<file path="src/logic/rename_config.svh">
`ifndef RENAME_CONFIG_SVH
`define RENAME_CONFIG_SVH

// Architectural register file.
`define REG_LEN      32
`define REG_ADDR_LEN 5

// ROB tags. The all-ones tag is held back to mark an empty map entry.
`define ROB_TAG_LEN  4
`define ROB_DEPTH    15
`define NO_TAG       ({`ROB_TAG_LEN{1'b1}})

// Wishbone register block.
`define CSR_ADR_LEN  4

`endif

</file>
<file path="src/logic/isa_pkg.sv">
`default_nettype none

`include "rename_config.svh"

package isa_pkg;

    // Major opcodes as used by RISC-V.
    typedef enum logic [6:0] {
        OP     = 7'b0110011,
        OP_IMM = 7'b0010011,
        LOAD   = 7'b0000011,
        STORE  = 7'b0100011
    } opcode_e;

    typedef struct packed {
        logic [6:0]               funct7;
        logic [`REG_ADDR_LEN-1:0] rs2;
        logic [`REG_ADDR_LEN-1:0] rs1;
        logic [2:0]               funct3;
        logic [`REG_ADDR_LEN-1:0] rd;
        opcode_e                  opcode;
    } r_fmt_t;

    typedef struct packed {
        logic [11:0]              imm12;
        logic [`REG_ADDR_LEN-1:0] rs1;
        logic [2:0]               funct3;
        logic [`REG_ADDR_LEN-1:0] rd;
        opcode_e                  opcode;
    } i_fmt_t;

    typedef struct packed {
        logic [6:0]               imm_hi;
        logic [`REG_ADDR_LEN-1:0] rs2;
        logic [`REG_ADDR_LEN-1:0] rs1;
        logic [2:0]               funct3;
        logic [4:0]               imm_lo;
        opcode_e                  opcode;
    } s_fmt_t;

    // One instruction word, seen in whichever format its opcode selects.
    typedef union packed {
        r_fmt_t r_fmt;
        i_fmt_t i_fmt;
        s_fmt_t s_fmt;
    } inst_u;

endpackage

`default_nettype wire

</file>
<file path="src/logic/rename_pkg.sv">
`default_nettype none

`include "rename_config.svh"

package rename_pkg;

    // Where a source operand can be found at rename time.
    // Bit 1 says the value lives in the ROB and bit 0 says it has been produced.
    typedef enum logic [1:0] {
        IN_REGFILE   = 2'b00,
        PENDING      = 2'b10,
        READY_IN_ROB = 2'b11
    } src_stat_e;

    // One map table entry per architectural register.
    // An entry that holds NO_TAG points at the register file.
    typedef struct packed {
        logic [`ROB_TAG_LEN-1:0] rob_tag;
        logic                    ready_in_rob;
    } map_entry_t;

endpackage

`default_nettype wire

</file>
<file path="src/logic/inst_decode.sv">
`default_nettype none
`timescale 1ns/100ps

`include "rename_config.svh"

module inst_decode (
    input  isa_pkg::inst_u            inst,
    output logic [`REG_ADDR_LEN-1:0] src1_reg,
    output logic [`REG_ADDR_LEN-1:0] src2_reg,
    output logic [`REG_ADDR_LEN-1:0] dest_reg,
    output logic                      writes_dest
);

    logic has_dest;

    always_comb begin
        src1_reg = '0;
        src2_reg = '0;
        dest_reg = '0;
        has_dest = 1'b0;

        case (inst.r_fmt.opcode)
            isa_pkg::OP: begin
                src1_reg = inst.r_fmt.rs1;
                src2_reg = inst.r_fmt.rs2;
                dest_reg = inst.r_fmt.rd;
                has_dest = 1'b1;
            end
            isa_pkg::OP_IMM, isa_pkg::LOAD: begin
                src1_reg = inst.i_fmt.rs1;
                dest_reg = inst.i_fmt.rd;
                has_dest = 1'b1;
            end
            isa_pkg::STORE: begin
                src1_reg = inst.s_fmt.rs1;
                src2_reg = inst.s_fmt.rs2;
            end
            default: begin
                // Unknown opcodes read and write nothing.
            end
        endcase
    end

    // Register 0 is hardwired, so it is never renamed.
    assign writes_dest = has_dest && (dest_reg != '0);

endmodule

`default_nettype wire

</file>
<file path="src/logic/rob_tag_alloc.sv">
`default_nettype none
`timescale 1ns/100ps

`include "rename_config.svh"

module rob_tag_alloc (
    input  logic                     clk,
    input  logic                     reset,
    input  logic                     alloc,
    input  logic                     free,
    output logic [`ROB_TAG_LEN-1:0] tail_tag,
    output logic [`ROB_TAG_LEN-1:0] head_tag,
    output logic [`ROB_TAG_LEN-1:0] occupancy,
    output logic                     full
);

    logic do_alloc;
    logic do_free;

    // Pointers wrap before the all-ones value, so NO_TAG is never handed out.
    function automatic logic [`ROB_TAG_LEN-1:0] next_ptr(input logic [`ROB_TAG_LEN-1:0] ptr);
        if (ptr == `ROB_TAG_LEN'(`ROB_DEPTH - 1)) begin
            return '0;
        end
        return ptr + 1'b1;
    endfunction

    assign full     = (occupancy == `ROB_TAG_LEN'(`ROB_DEPTH));
    assign do_alloc = alloc && !full;
    assign do_free  = free && (occupancy != '0);

    always_ff @(posedge clk) begin
        if (reset) begin
            tail_tag  <= '0;
            head_tag  <= '0;
            occupancy <= '0;
        end else begin
            if (do_alloc) begin
                tail_tag <= next_ptr(tail_tag);
            end
            if (do_free) begin
                head_tag <= next_ptr(head_tag);
            end
            case ({do_alloc, do_free})
                2'b10:   occupancy <= occupancy + 1'b1;
                2'b01:   occupancy <= occupancy - 1'b1;
                default: occupancy <= occupancy;
            endcase
        end
    end

endmodule

`default_nettype wire

</file>
<file path="src/logic/map_table.sv">
`default_nettype none
`timescale 1ns/100ps

`include "rename_config.svh"

module map_table (
    input  logic                      clk,
    input  logic                      reset,
    input  logic [`REG_ADDR_LEN-1:0] src1_reg,
    input  logic [`REG_ADDR_LEN-1:0] src2_reg,
    input  logic [`REG_ADDR_LEN-1:0] dest_reg,
    input  logic                      assign_en,
    input  logic [`ROB_TAG_LEN-1:0]  assign_tag,
    input  logic                      return_en,
    input  logic [`REG_ADDR_LEN-1:0] return_reg,
    input  logic [`ROB_TAG_LEN-1:0]  return_tag,
    input  logic                      ready_en,
    input  logic [`REG_ADDR_LEN-1:0] ready_reg,
    input  logic [`ROB_TAG_LEN-1:0]  ready_tag,
    output rename_pkg::src_stat_e     src1_stat,
    output logic [`ROB_TAG_LEN-1:0]  src1_tag,
    output rename_pkg::src_stat_e     src2_stat,
    output logic [`ROB_TAG_LEN-1:0]  src2_tag
);

    rename_pkg::map_entry_t map_curr [`REG_LEN];
    rename_pkg::map_entry_t map_next [`REG_LEN];

    function automatic rename_pkg::src_stat_e entry_stat(input rename_pkg::map_entry_t entry);
        if (entry.rob_tag == `NO_TAG) begin
            return rename_pkg::IN_REGFILE;
        end
        if (entry.ready_in_rob) begin
            return rename_pkg::READY_IN_ROB;
        end
        return rename_pkg::PENDING;
    endfunction

    always_ff @(posedge clk) begin
        if (reset) begin
            for (int i = 0; i < `REG_LEN; i++) begin
                map_curr[i].rob_tag      <= `NO_TAG;
                map_curr[i].ready_in_rob <= 1'b0;
            end
        end else begin
            map_curr <= map_next;
        end
    end

    // Assign goes first. Return and ready then compare against the old entry,
    // so they only win over a same-cycle assign when the old tag matched.
    always_comb begin
        map_next = map_curr;

        if (assign_en) begin
            map_next[dest_reg].rob_tag      = assign_tag;
            map_next[dest_reg].ready_in_rob = 1'b0;
        end

        if (return_en) begin
            if (map_curr[return_reg].rob_tag == return_tag) begin
                map_next[return_reg].rob_tag      = `NO_TAG;
                map_next[return_reg].ready_in_rob = 1'b0;
            end
        end

        if (ready_en) begin
            if (map_curr[ready_reg].rob_tag == ready_tag) begin
                map_next[ready_reg].ready_in_rob = 1'b1;
            end
        end
    end

    // An entry pointing at the register file already holds NO_TAG,
    // so the stored tag can be passed through as is.
    always_comb begin
        src1_stat = entry_stat(map_curr[src1_reg]);
        src1_tag  = map_curr[src1_reg].rob_tag;
        src2_stat = entry_stat(map_curr[src2_reg]);
        src2_tag  = map_curr[src2_reg].rob_tag;
    end

endmodule

`default_nettype wire

</file>
<file path="src/logic/rename_csr.sv">
`default_nettype none
`timescale 1ns/100ps

`include "rename_config.svh"

module rename_csr (
    input  logic                     clk,
    input  logic                     reset,
    input  logic                     wb_cyc,
    input  logic                     wb_stb,
    input  logic                     wb_we,
    input  logic [`CSR_ADR_LEN-1:0] wb_adr,
    input  logic [31:0]              wb_dat_w,
    output logic [31:0]              wb_dat_r,
    output logic                     wb_ack,
    input  logic                     renamed,
    input  logic [`ROB_TAG_LEN-1:0] occupancy,
    input  logic                     full,
    output logic                     enable
);

    localparam logic [`CSR_ADR_LEN-1:0] ADR_CTRL   = `CSR_ADR_LEN'(4'h0);
    localparam logic [`CSR_ADR_LEN-1:0] ADR_STATUS = `CSR_ADR_LEN'(4'h4);
    localparam logic [`CSR_ADR_LEN-1:0] ADR_COUNT  = `CSR_ADR_LEN'(4'h8);

    logic        access;
    logic        wr_ctrl;
    logic        wr_count;
    logic [15:0] renamed_count;
    logic [31:0] read_data;

    // The access completes on the edge that raises the acknowledge.
    assign access   = wb_cyc && wb_stb && !wb_ack;
    assign wr_ctrl  = access && wb_we && (wb_adr == ADR_CTRL);
    assign wr_count = access && wb_we && (wb_adr == ADR_COUNT);

    always_comb begin
        case (wb_adr)
            ADR_CTRL:   read_data = {31'b0, enable};
            ADR_STATUS: read_data = {{(31 - `ROB_TAG_LEN){1'b0}}, full, occupancy};
            ADR_COUNT:  read_data = {16'b0, renamed_count};
            default:    read_data = '0;
        endcase
    end

    always_ff @(posedge clk) begin
        if (reset) begin
            wb_ack        <= 1'b0;
            enable        <= 1'b0;
            renamed_count <= '0;
        end else begin
            wb_ack <= access;
            if (wr_ctrl) begin
                enable <= wb_dat_w[0];
            end
            // A clear takes priority over a rename in the same cycle.
            if (wr_count) begin
                renamed_count <= '0;
            end else if (renamed && (renamed_count != '1)) begin
                renamed_count <= renamed_count + 1'b1;
            end
        end
    end

    always_ff @(posedge clk) begin
        if (access) begin
            wb_dat_r <= read_data;
        end
    end

endmodule

`default_nettype wire

</file>
<file path="src/logic/rename_top.sv">
`default_nettype none
`timescale 1ns/100ps

`include "rename_config.svh"

module rename_top (
    input  logic                      clk,
    input  logic                      reset,
    input  isa_pkg::inst_u            inst,
    input  logic                      inst_valid,
    output logic                      inst_ready,
    output logic                      out_valid,
    output rename_pkg::src_stat_e     src1_stat,
    output logic [`REG_ADDR_LEN-1:0] src1_reg,
    output logic [`ROB_TAG_LEN-1:0]  src1_tag,
    output rename_pkg::src_stat_e     src2_stat,
    output logic [`REG_ADDR_LEN-1:0] src2_reg,
    output logic [`ROB_TAG_LEN-1:0]  src2_tag,
    output logic [`REG_ADDR_LEN-1:0] dest_reg,
    output logic [`ROB_TAG_LEN-1:0]  dest_tag,
    input  logic                      commit_valid,
    input  logic [`REG_ADDR_LEN-1:0] commit_reg,
    input  logic                      cdb_valid,
    input  logic [`REG_ADDR_LEN-1:0] cdb_reg,
    input  logic [`ROB_TAG_LEN-1:0]  cdb_tag,
    input  logic                      wb_cyc,
    input  logic                      wb_stb,
    input  logic                      wb_we,
    input  logic [`CSR_ADR_LEN-1:0]  wb_adr,
    input  logic [31:0]               wb_dat_w,
    output logic [31:0]               wb_dat_r,
    output logic                      wb_ack
);

    logic                     accept;
    logic                     writes_dest;
    logic                     enable;
    logic                     full;
    logic                     commit_ok;
    logic [`ROB_TAG_LEN-1:0] head_tag;
    logic [`ROB_TAG_LEN-1:0] occupancy;

    assign inst_ready = enable && !full;
    assign accept     = inst_valid && inst_ready;
    assign out_valid  = accept;

    // A commit against an empty ROB has no head tag to return.
    assign commit_ok = commit_valid && (occupancy != '0);

    inst_decode u_decode (
        .inst        (inst),
        .src1_reg    (src1_reg),
        .src2_reg    (src2_reg),
        .dest_reg    (dest_reg),
        .writes_dest (writes_dest)
    );

    rob_tag_alloc u_alloc (
        .clk       (clk),
        .reset     (reset),
        .alloc     (accept),
        .free      (commit_valid),
        .tail_tag  (dest_tag),
        .head_tag  (head_tag),
        .occupancy (occupancy),
        .full      (full)
    );

    map_table u_map (
        .clk        (clk),
        .reset      (reset),
        .src1_reg   (src1_reg),
        .src2_reg   (src2_reg),
        .dest_reg   (dest_reg),
        .assign_en  (accept && writes_dest),
        .assign_tag (dest_tag),
        .return_en  (commit_ok),
        .return_reg (commit_reg),
        .return_tag (head_tag),
        .ready_en   (cdb_valid),
        .ready_reg  (cdb_reg),
        .ready_tag  (cdb_tag),
        .src1_stat  (src1_stat),
        .src1_tag   (src1_tag),
        .src2_stat  (src2_stat),
        .src2_tag   (src2_tag)
    );

    rename_csr u_csr (
        .clk       (clk),
        .reset     (reset),
        .wb_cyc    (wb_cyc),
        .wb_stb    (wb_stb),
        .wb_we     (wb_we),
        .wb_adr    (wb_adr),
        .wb_dat_w  (wb_dat_w),
        .wb_dat_r  (wb_dat_r),
        .wb_ack    (wb_ack),
        .renamed   (accept),
        .occupancy (occupancy),
        .full      (full),
        .enable    (enable)
    );

endmodule

`default_nettype wire

</file>
<file path="config.mk">
export PLATFORM = sky130hd
export DESIGN_NAME = rename_top
export DESIGN_NICKNAME = d
export VERILOG_FILES = /design/src/logic/isa_pkg.sv /design/src/logic/rename_pkg.sv /design/src/logic/inst_decode.sv /design/src/logic/rob_tag_alloc.sv /design/src/logic/map_table.sv /design/src/logic/rename_csr.sv /design/src/logic/rename_top.sv
export VERILOG_INCLUDE_DIRS = /design/src /design/src/logic
export SDC_FILE = /design/constraint.sdc
export NUM_CORES = 1
export LEC_CHECK = 0
export BUFFER_PORTS_ARGS = -buffer_cell sky130_fd_sc_hd__buf_4
export CORE_UTILIZATION = 55
export DETAILED_ROUTE_END_ITERATION = 10
export PLACE_DENSITY = 0.75
export SYNTH_ARGS = -nofsm -noshare
export SYNTH_HDL_FRONTEND = slang
export SYNTH_HIERARCHICAL = 1
export SYNTH_SLANG_ARGS = --single-unit
</file>
<file path="constraint.sdc">
create_clock -name clk -period 7.9 [get_ports clk]
set_clock_uncertainty 0.15 [all_clocks]
set_input_delay 1.185 -clock clk [delete_from_list [all_inputs] [get_ports clk]]
set_output_delay 1.185 -clock clk [all_outputs]
set_load 0.005 [all_outputs]
</file>
Word-level counts from Yosys, hierarchy flattened
Index checks and enable logic that the tools add are counted.
{"block": "op_classes", "magnitude_cmp": 8, "n_mux": 62, "n_eq_ne": 16, "bitwise_logic": 5, "n_reduce_logical": 25, "n_addsub": 5}
{"cell": "$bwmux W160", "count": 5}
{"cell": "$mux W160", "count": 5}
{"cell": "$demux W5 S5", "count": 5}
{"cell": "$bmux W5 S5", "count": 4}
{"cell": "$mux W5", "count": 13}
{"cell": "$pmux W16 S3", "count": 1}
{"cell": "$ge A6 B6 Y1 const B", "count": 5}
{"cell": "$not A5 Y6", "count": 5}
{"cell": "$eq A4 B4 Y1 const B", "count": 6}
{"cell": "$lt A6 B1 Y1 const B", "count": 3}
{"cell": "$add A16 B1 Y16 const B", "count": 1}
{"cell": "$mux W1", "count": 16}
{"cell": "$mux W2", "count": 8}
{"cell": "$mux W4", "count": 4}
{"cell": "$ne A16 B16 Y1 const B", "count": 1}
{"cell": "$logic_and A1 B1 Y1", "count": 15}
{"cell": "$eq A7 B6 Y1 const B", "count": 2}
{"cell": "$add A4 B1 Y4 const B", "count": 3}
{"cell": "$eq A4 B4 Y1", "count": 2}
{"cell": "$pmux W4 S2", "count": 1}
{"cell": "$eq A7 B2 Y1 const B", "count": 1}
{"cell": "$eq A7 B5 Y1 const B", "count": 1}
{"cell": "$reduce_bool A5 Y1", "count": 1}
{"cell": "$eq A4 B3 Y1 const B", "count": 1}
{"cell": "other kinds (10)", "count": 12}
{"block": "totals", "regBits": 222, "wordCells": 192, "inputBits": 90, "out_inout_bits": 66}

Logic depth before layout (Yosys ltp)
Gate-level depths: netlist of the first run.
{"block": "logic_depth", "ltp_word": 18, "ltp_mapped": 12, "depth_no_buf": 11}

By module
The synthesis of the first run kept the hierarchy.
{"mod": "map_table", "cells_each": 1120, "seq_area_each_um2": 3203.1, "n_inst": 1, "area_per_inst_um2": 11747.5}
{"mod": "rename_csr", "cells_each": 163, "seq_area_each_um2": 840.8, "n_inst": 1, "area_per_inst_um2": 1724.2}
{"mod": "rob_tag_alloc", "cells_each": 73, "seq_area_each_um2": 240.2, "n_inst": 1, "area_per_inst_um2": 634.4}
{"mod": "inst_decode", "cells_each": 21, "seq_area_each_um2": 0.0, "n_inst": 1, "area_per_inst_um2": 177.7}
{"mod": "rename_top", "cells_each": 4, "seq_area_each_um2": 0.0, "n_inst": 1, "area_per_inst_um2": 36.3}

Least setup slack after synthesis of the first run
OpenSTA, ideal clock, no wires.
{"block": "synth_path", "path_kind": "input to output", "startpoint": "in inst[3] (netlist bit)", "endpoint": "out src2_stat[0]", "arrival_time_ps": 3925, "path_stages": 11, "slack_ps": 2640, "path_buffers": 2, "required_time_ps": 6565, "path_cell_list": "nand3b_4 > nor3_4 > and3_1 > clkbuf_1 > buf_1 > mux4_2 > mux4_2 > mux2i_1 > inv_1 > nand4_1 > and2_1"}
{"block": "synth_between", "word_cells_on_any_way": 15, "classes_between": "3 x eq/ne; 10 x mux; 1 x bitwise; 1 x reduce/logical"}
{"item": "start, declared", "line_no": "rename_top.sv:9", "rtl": "input isa_pkg::inst_u inst,"}
{"item": "$eq A7 B6 Y1", "line_no": "inst_decode.sv:22", "rtl": "case (inst.r_fmt.opcode)"}
{"item": "$reduce_or A2 Y1 (no source line) *"}
{"item": "$mux W5 *", "line_no": "inst_decode.sv:22"}
{"item": "named net src2_reg[0]", "line_no": "rename_top.sv:17", "rtl": "output logic [`REG_ADDR_LEN-1:0] src2_reg,"}
{"item": "$not A5 Y6 *"}
{"item": "$bmux W5 S5 *"}
{"item": "$mux W5 * (2 in a row)"}
{"item": "named net src2_tag[2]", "line_no": "rename_top.sv:18", "rtl": "output logic [`ROB_TAG_LEN-1:0] src2_tag,"}
{"item": "$eq A4 B4 Y1 (no source line) *"}
{"item": "$mux W1 *", "line_no": "map_table.sv:30", "rtl": "if (entry.rob_tag == `NO_TAG) begin"}
{"item": "$mux W2 *", "line_no": "map_table.sv:33", "rtl": "if (entry.ready_in_rob) begin"}
{"item": "end, declared", "line_no": "rename_top.sv:16", "rtl": "output rename_pkg::src_stat_e src2_stat,"}
Mark *: on every way through the listed nets, which the timed path passes. The rest lies on a longest branch. The select of a mux whose other input is x is not followed.

Worst setup path after layout of the first run
{"block": "layout_path", "startpoint": "in inst[3] (netlist bit)", "endpoint": "out src2_stat[0]"}
{"block": "layout_between", "elab_chain_cells": 11, "word_cells_on_any_way": 15, "classes_between": "3 x eq/ne; 10 x mux; 1 x bitwise; 1 x reduce/logical"}
{"item": "$eq A7 B6 Y1", "line_no": "inst_decode.sv:22"}
{"item": "$reduce_or A2 Y1 (no source line) *"}
{"item": "$mux W5 *", "line_no": "inst_decode.sv:22"}
{"item": "$not A5 Y6 (implied by the code) *", "line_no": "map_table.sv:79", "rtl": "src2_stat = entry_stat(map_curr[src2_reg]);"}
{"item": "$bmux W5 S5 *", "line_no": "map_table.sv:79"}
{"item": "$mux W5 (implied by the code) * (2 in a row)", "line_no": "map_table.sv:79"}
{"item": "$mux W1 (2 in a row)", "line_no": "map_table.sv:33"}
{"item": "$mux W2", "line_no": "map_table.sv:36", "rtl": "return rename_pkg::PENDING;"}
{"item": "$mux W2 *", "line_no": "map_table.sv:33"}
Mark *: on every way between the ends. The rest lies on a longest branch, timed or not. The select of a mux whose other input is x is not followed.

==> results of run 1 <==
## how the worst max path moves through the flow
stage / slack [ns] / startpoint / endpoint / cells after the start
floorplan: 2.64 / inst[3] / src2_stat[0] / 11
global placement: 1.60 / inst[3] / src2_stat[0] / 12
detailed placement: 1.58 / inst[3] / src2_stat[0] / 12
CTS: 1.56 / inst[3] / src2_stat[0] / 12
global route: 1.32 / inst[3] / src2_stat[0] / 12
finish: 1.46 / inst[3] / src2_stat[0] / 12
## synth_stat cells (17+ instances only)
| library cell | number | share of area, % |
|---|---|---|
| a211o_1 | 29 | 1.8 |
| a21oi_1 | 24 | 0.84 |
| and2_1 | 23 | 1.0 |
| and3_1 | 27 | 1.2 |
| buf_2 | 20 | 0.70 |
| buf_4 | 19 | 1.0 |
| clkbuf_1 | 70 | 1.8 |
| dfxtp_1 | 190 | 27 |
| inv_1 | 20 | 0.52 |
| mux2_2 | 30 | 2.4 |
| mux2i_1 | 191 | 13 |
| mux4_2 | 100 | 16 |
| nand2_1 | 50 | 1.3 |
| nand3_1 | 18 | 0.63 |
| nand3b_1 | 62 | 3.3 |
| nor2_1 | 44 | 1.2 |
| nor2b_1 | 34 | 1.5 |
| nor3b_1 | 18 | 0.94 |
| o21ai_0 | 30 | 1.0 |
| o22ai_1 | 85 | 3.7 |
| or3_1 | 38 | 1.7 |
| or4_1 | 17 | 0.89 |
## worst max-delay path: cells and delay by family
kind                   cells  cell delay, ns
buffers and inverters      4            0.68
multiplexers               3            1.45
AND/OR/NAND/NOR            5            1.73
## placed cells by master, fill, tap and decap left out, types with 23 or more instances in the layout
master | netlist | final
a211o_1 | 29 | 29
a21oi_1 | 24 | 23
and3_1 | 27 | 25
buf_4 | 19 | 118
clkbuf_16 | 0 | 23
dfxtp_1 | 190 | 190
mux2_2 | 30 | 30
mux2i_1 | 191 | 191
mux4_2 | 100 | 100
nand2_1 | 50 | 50
nand3b_1 | 62 | 62
nor2_1 | 44 | 44
nor2b_1 | 34 | 34
o21ai_0 | 30 | 30
o22ai_1 | 85 | 85
or3_1 | 38 | 38
## flip-flops by register name, summed over array words and instances (netlist names)
signal / count
u_csr/enable: 1
u_csr/wb_ack: 1
u_csr/renamed_count: 16
u_alloc/tail_tag: 4
u_map/map_curr: 160
u_csr/wb_dat_r: 16
u_alloc/head_tag: 4
u_alloc/occupancy: 4
## layer usage
metal  wire length (um)  GRT usage, %
met2              22400          57.5
met4               3340          20.8
met5                  0             0
met1              21000          55.8
met3               7510          10.7
## kinds of logic after synthesis
group | after synthesis
other cells | 1
compound gates | 234
fa+ha+maj | 5
simple gates | 465
buf+inv | 144
flops | 206
xor+xnor | 5
mux | 321
## power breakdown
| group | switching (mW) | internal (mW) | total (mW) |
|---|---|---|---|
| Sequential | 0.00152 | 1.06 | 1.06 |
| Clock | 0.452 | 0.602 | 1.05 |
| Combinational | 0.125 | 0.0737 | 0.199 |
| Total | 0.579 | 1.73 | 2.31 |
## layout make-up
class                           count  area (um2)
Timing Repair Buffer              120         926
Antenna cell                        2        5.00
Sequential cell                   206        4280
Multi-Input combinational cell   1046        9430
Fill cell                        2120        9470
Clock inverter                      8        71.3
Tap cell                          330         413
Inverter                           20        75.1
Clock buffer                       31         646
## metrics by stage
stage | hold slack (ns) | util, % | power (mW) | setup slack [ns] | cell area [um2]
after floorplan | 0.292 | - | 1.20 | 2.64 | 14400
after detailed placement | 0.318 | 59.7 | 1.27 | 1.58 | 15100
after CTS | 0.327 | 62.6 | 2.31 | 1.56 | 15800
after global routing | 0.346 | 62.6 | 2.36 | 1.32 | 15800
final | 0.328 | 62.6 | 2.31 | 1.46 | 15900
after global placement | 0.301 | 59.7 | 1.27 | 1.60 | 15100
==> impl_metrics.env, run 1 <==
export IMPL_status="finished clean"
export IMPL_grt_antenna_before_repair=4
export IMPL_finalCriticalPeriod_ns=6.44
export IMPL_rr_worst_depth=7
export IMPL_firstDrtPassIters=6
export IMPL_syn_area_um2=14300
export IMPL_avgRoutedWirePerCell_um=30.8
export IMPL_crit_fanout=26
export IMPL_maxSlewViolCount=0
export IMPL_cts_made_buffers=23
export IMPL_dpl_hpwl_um=38800
export IMPL_ys_seq_area_share_pct=29.9
export IMPL_synth_top_family_by_area="multiplexers"
export IMPL_drive_above_1_share_pct=23.3
export IMPL_vias_per_cell=7.48
export IMPL_cts_clk_slew_worst_paths_ns=0.06
export IMPL_area_growth_pct=10.7
export IMPL_path_class="primary input to output port"
export IMPL_place_congestion=1.07
export IMPL_synth_ff_type="dfxtp_1"
export IMPL_synth_xor_area_share_pct=0.306
export IMPL_peakVddDrop_uv=170
export IMPL_slowest_delay_ns=0.72
export IMPL_yosys_area_share_adder_pct=0.489
export IMPL_worstSetupStartpointType="primary input"
export IMPL_power_density_nw_per_um2=146
export IMPL_path_cells="buf_4 -> nand3b_4 -> nor3_4 -> and3_2 -> buf_12 -> mux4_2 -> mux4_2 -> mux2i_1 -> inv_1 -> nand4_1 -> and2_1 -> buf_4"
export IMPL_postSynth_asyncResetShare_pct=0
export IMPL_grt_max_degree=80
export IMPL_fin_nets=1512
export IMPL_hold_path_class="flop to flop"
export IMPL_placedCellCount=1722
export IMPL_hold_violations=0
export IMPL_stdcell_count=1763
export IMPL_worst_pin_slew_ns=1.44
export IMPL_rr_startpoint="u_map/map_curr[142]$_SDFF_PP1_"
export IMPL_clock_sinks=206
export IMPL_cap_violations=0
export IMPL_postSynthCellCount=1381
export IMPL_num_rows=58
export IMPL_die_w_um=163
export IMPL_grt_pass1_wl_um=78500
export IMPL_drtIter0Drc=1934
export IMPL_io_pins=156
export IMPL_io_buffer_count=98
export IMPL_initial_utilization_pct=56.5
export IMPL_cts_tree="yes"
export IMPL_floorplan_die_area_um2=26700
export IMPL_yosys_register_bits=206
export IMPL_hold_buffers=0
export IMPL_antenna_left=0
export IMPL_arrival_ns=5.10
export IMPL_syn_area_per_cell_um2=10.4
export IMPL_fp_dieH_um=163
export IMPL_maxSlewHeadroom_pct=3.95
export IMPL_cp_end_kind="output port"
export IMPL_cts_resized=0
export IMPL_synth_compound_area_share_pct=11.5
export IMPL_min_delay_start="u_csr/wb_ack$_SDFF_PP0_"
export IMPL_min_path_cells=1
export IMPL_vias=13200
export IMPL_synth_edf_count=16
export IMPL_drc=0
export IMPL_leakagePower_nw=5.68
export IMPL_insertion_delay_ns=0.54
export IMPL_synth_simple_gate_area_share_pct=21.7
export IMPL_wl_um=54200
export IMPL_setup_tns_ns=0
export IMPL_fmax_ghz=0.155
export IMPL_synth_mux_area_share_pct=31.4
export IMPL_r2r_slack_ns=3.68
export IMPL_cpMaxStageDelayCell="and3_2"
export IMPL_crit_required_ns=6.57
export IMPL_cts_setup_buffers=0
export IMPL_ctsLongestPathBuffers=3
export IMPL_grt_pass1_vias=11800
export IMPL_grt_usage_pct=40.4
export IMPL_setup_viol=0
export IMPL_yosysUniqueCellTypes=78
export IMPL_htreeDepth=1
export IMPL_gr_total_overflow=0
export IMPL_core_area_um2=25300
export IMPL_rsz0062_at_grt="no"
export IMPL_whs_endpoint="u_csr/wb_ack$_SDFF_PP0_"
export IMPL_yosysWarnings=6
export IMPL_root_buffer="clkbuf_16"
export IMPL_r2r_end="u_map/map_curr[105]$_SDFF_PP0_"
export IMPL_period_share_pct=81.5
No activity file was read; power rests on OpenSTA's default activity.
==> run 2: changes to the inputs <==
--- a/config.mk
+++ b/config.mk
@@ -6,6 +6,7 @@
 export SDC_FILE = /design/constraint.sdc
 export NUM_CORES = 1
 export LEC_CHECK = 0
+export ABC_AREA = 1
 export BUFFER_PORTS_ARGS = -buffer_cell sky130_fd_sc_hd__buf_4
 export CORE_UTILIZATION = 55
 export DETAILED_ROUTE_END_ITERATION = 10
==> constraint.sdc (replaced) <==
create_clock -name clk -period 6.3 [get_ports clk]
set_clock_uncertainty 0.15 [all_clocks]
set_input_delay 0.945 -clock clk [delete_from_list [all_inputs] [get_ports clk]]
set_output_delay 0.945 -clock clk [all_outputs]
set_load 0.005 [all_outputs]
==> run 2 against run 1 <==
Sequential share of layout area shrank 2.0 points. Design area grew 7.9%. Flip-flop and latch count is the same. Critical path type unchanged.
==> impl_metrics.env, run 2 <==
export IMPL_initial_utilization_pct=55.8
export IMPL_top_regs="u_map/map_curr (160), u_csr/renamed_count (16), u_csr/wb_dat_r (16)"
export IMPL_hold_path_class="flop to flop"
export IMPL_ys_seq_area_share_pct=27.7
export IMPL_cpMaxStageDelayCell="o311ai_0"
export IMPL_wl_um=63200
export IMPL_avgRoutedWirePerCell_um=21.5
export IMPL_io_pins=156
export IMPL_vias=18500
export IMPL_antenna_cells=0
export IMPL_vias_per_cell=6.30
export IMPL_worstSetupStartpointType="primary input"
export IMPL_r2r_slack_ns=2.89
export IMPL_hold_buffers=0
export IMPL_layout_commonest_cell="nand2_1"
export IMPL_insertion_delay_ns=0.57
export IMPL_yosys_register_bits=206
export IMPL_fp_dieH_um=170
export IMPL_leakagePower_nw=7.64
export IMPL_cts_tree="yes"
export IMPL_power_density_nw_per_um2=208
export IMPL_path_cells="buf_4 -> inv_1 -> nand2_1 -> nor2_2 -> nand3_2 -> nor2_2 -> clkinv_1 -> buf_4 -> o21ai_0 -> a21oi_1 -> o311ai_0 -> nand3_1 -> and2_1 -> nor2_1 -> buf_4"
export IMPL_min_path_cells=2
export IMPL_cts_setup_buffers=0
export IMPL_startpoint="inst[2]"
export IMPL_fmax_ghz=0.183
export IMPL_floorplan_die_area_um2=28800
export IMPL_fin_nets=2632
export IMPL_min_delay_start="u_alloc/head_tag[3]$_SDFFE_PP0P_"
export IMPL_antenna_left=0
export IMPL_layout_common_cells="774 x nand2_1, 268 x nor2_1, 227 x inv_1"
export IMPL_whs_ns=0.340
export IMPL_synth_edf_count=16
export IMPL_yosysWarnings=6
export IMPL_drive_above_1_share_pct=10.3
export IMPL_cap_violations=0
export IMPL_die_w_um=170
export IMPL_setup_tns_ns=0
export IMPL_post_dp_cell_area_um2=16300
export IMPL_cts_clk_slew_worst_paths_ns=0.06
export IMPL_regMostFlops="u_map/map_curr"
export IMPL_cp_end_kind="output port"
export IMPL_hold_violations=0
export IMPL_cts_made_buffers=25
export IMPL_io_buffer_count=98
export IMPL_postSynth_asyncResetShare_pct=0
export IMPL_path_class="primary input to output port"
export IMPL_setup_viol=0
export IMPL_area_growth_pct=10.5
export IMPL_cpMostUsedCell="buf_4"
export IMPL_gr_total_overflow=0
export IMPL_dpl_hpwl_um=41100
export IMPL_peakVddDrop_uv=210
export IMPL_yosysUniqueCellTypes=48
export IMPL_period_share_pct=86.7
export IMPL_synth_area_leaders="dfxtp_1 25%, nand2_1 19%, o21ai_0 6.7%"
export IMPL_syn_area_um2=15500
export IMPL_r2r_end="u_map/map_curr[125]$_SDFF_PP0_"
export IMPL_synth_top_cell_area_share_pct=24.6
export IMPL_yosys_area_top_type="dfxtp_1"
export IMPL_drtIter0Drc=3240
export IMPL_num_rows=61
export IMPL_grt_pass1_vias=16500
export IMPL_ctsLongestPathBuffers=3
export IMPL_crit_fanout=18
export IMPL_clock_sinks=206
export IMPL_synth_ff_type="dfxtp_1"
export IMPL_synth_most_common_cell="nand2_1"
export IMPL_fin_area_um2=17100
export IMPL_synthTopCellsByCount="774 x nand2_1, 274 x nor2_1, 228 x inv_1"
export IMPL_grt_max_degree=92
export IMPL_finalCriticalPeriod_ns=5.47
export IMPL_grt_pass1_wl_um=95200
export IMPL_worst_pin_slew_ns=1.26
export IMPL_rr_startpoint="u_map/map_curr[114]$_SDFF_PP1_"
export IMPL_rsz0062_at_grt="no"
export IMPL_cts_resized=0
export IMPL_maxSlewViolCount=0
export IMPL_syn_area_per_cell_um2=6.15
export IMPL_slowest_delay_ns=0.91
export IMPL_largest_reg_flops=160
export IMPL_root_buffer="clkbuf_16"
export IMPL_place_congestion=1.03
export IMPL_crit_required_ns=5.20
export IMPL_rr_worst_depth=15
export IMPL_critical_path_top_delay_family="buffers and inverters"
export IMPL_grt_usage_pct=43.3
export IMPL_postSynthCellCount=2520
export IMPL_arrival_ns=4.37
export IMPL_crit_buf_inv=5
export IMPL_drc=0
export IMPL_whs_endpoint="u_alloc/head_tag[3]$_SDFFE_PP0P_"
export IMPL_core_area_um2=27800
export IMPL_firstDrtPassIters=7
export IMPL_grt_antenna_before_repair=1
export IMPL_status="finished clean"
export IMPL_htreeDepth=1
export IMPL_maxSlewHeadroom_pct=15.2
run 2: area by class of cell:
class / count / area [um2]
clock buffers: 34 / 721
clock inverters: 12 / 124
fillers: 2703 / 10700
inverters: 239 / 898
multi-input cells: 1932 / 9590
flip-flops and latches: 206 / 4280
well taps: 378 / 473
repair buffers: 133 / 1020
run 2: power breakdown:
part	switching (mW)	internal, mW	leakage (nW)	total, mW
clock network	0.612	0.884	0.416	1.50
registers	0.0329	1.34	1.70	1.37
logic	0.511	0.185	5.52	0.696
total	1.16	2.41	7.64	3.56
run 2: stage by stage:
stage	cells	setup WS [ns]	power, mW	util (%)
2_1_floorplan	2535	2.22	1.91	-
3_3_place_gp	2887	1.12	2.04	58.5
3_5_place_dp	2887	1.08	2.06	58.5
4_1_cts	2933	1.07	3.53	61.6
5_1_grt	2934	0.731	3.66	61.6
6_report	2934	0.835	3.56	61.6
run 2: cells by family after synthesis:
family | Yosys count | share of synthesized area, %
adder cells (fa/ha/maj) | 5 | 0.452
AO/OA/AOI/OAI | 566 | 21.1
AND/OR/NAND/NOR | 1332 | 38.8
XOR/XNOR | 1 | 0.0565
multiplexers | 12 | 0.775
flip-flops | 206 | 27.7
buffers and inverters | 397 | 11.1
other | 1 | 0.0242
run 2: worst register-to-register path, delay by kind of cell (launching register included):
| kind | cells | cell delay, ns |
|---|---|---|
| AO/OA/AOI/OAI | 2 | 0.14 |
| buffers and inverters | 1 | 0.56 |
| flip-flops | 1 | 0.36 |
| AND/OR/NAND/NOR | 12 | 2.08 |
run 2: worst max-delay path by stage:
| stage | end | slack, ns | cells after the start |
|---|---|---|---|
| after floorplan | src2_stat[0] | 2.22 | 18 |
| after global placement | src2_stat[0] | 1.12 | 15 |
| after detailed placement | src2_stat[0] | 1.08 | 15 |
| after CTS | src2_stat[0] | 1.07 | 15 |
| after global routing | src2_stat[1] | 0.73 | 19 |
| final | src2_stat[0] | 0.83 | 15 |
run 2: routing by layer:
| metal | GRT usage (%) | vias to the layer above | part of all wire, % |
|---|---|---|---|
| met5 | 0.870 | - | 0.017 |
| met4 | 27.8 | 2 | 7.7 |
| met3 | 14.9 | 374 | 16 |
| met2 | 63.5 | 1398 | 40 |
| li1 | - | 8431 | - |
| met1 | 53.9 | 8279 | 36 |
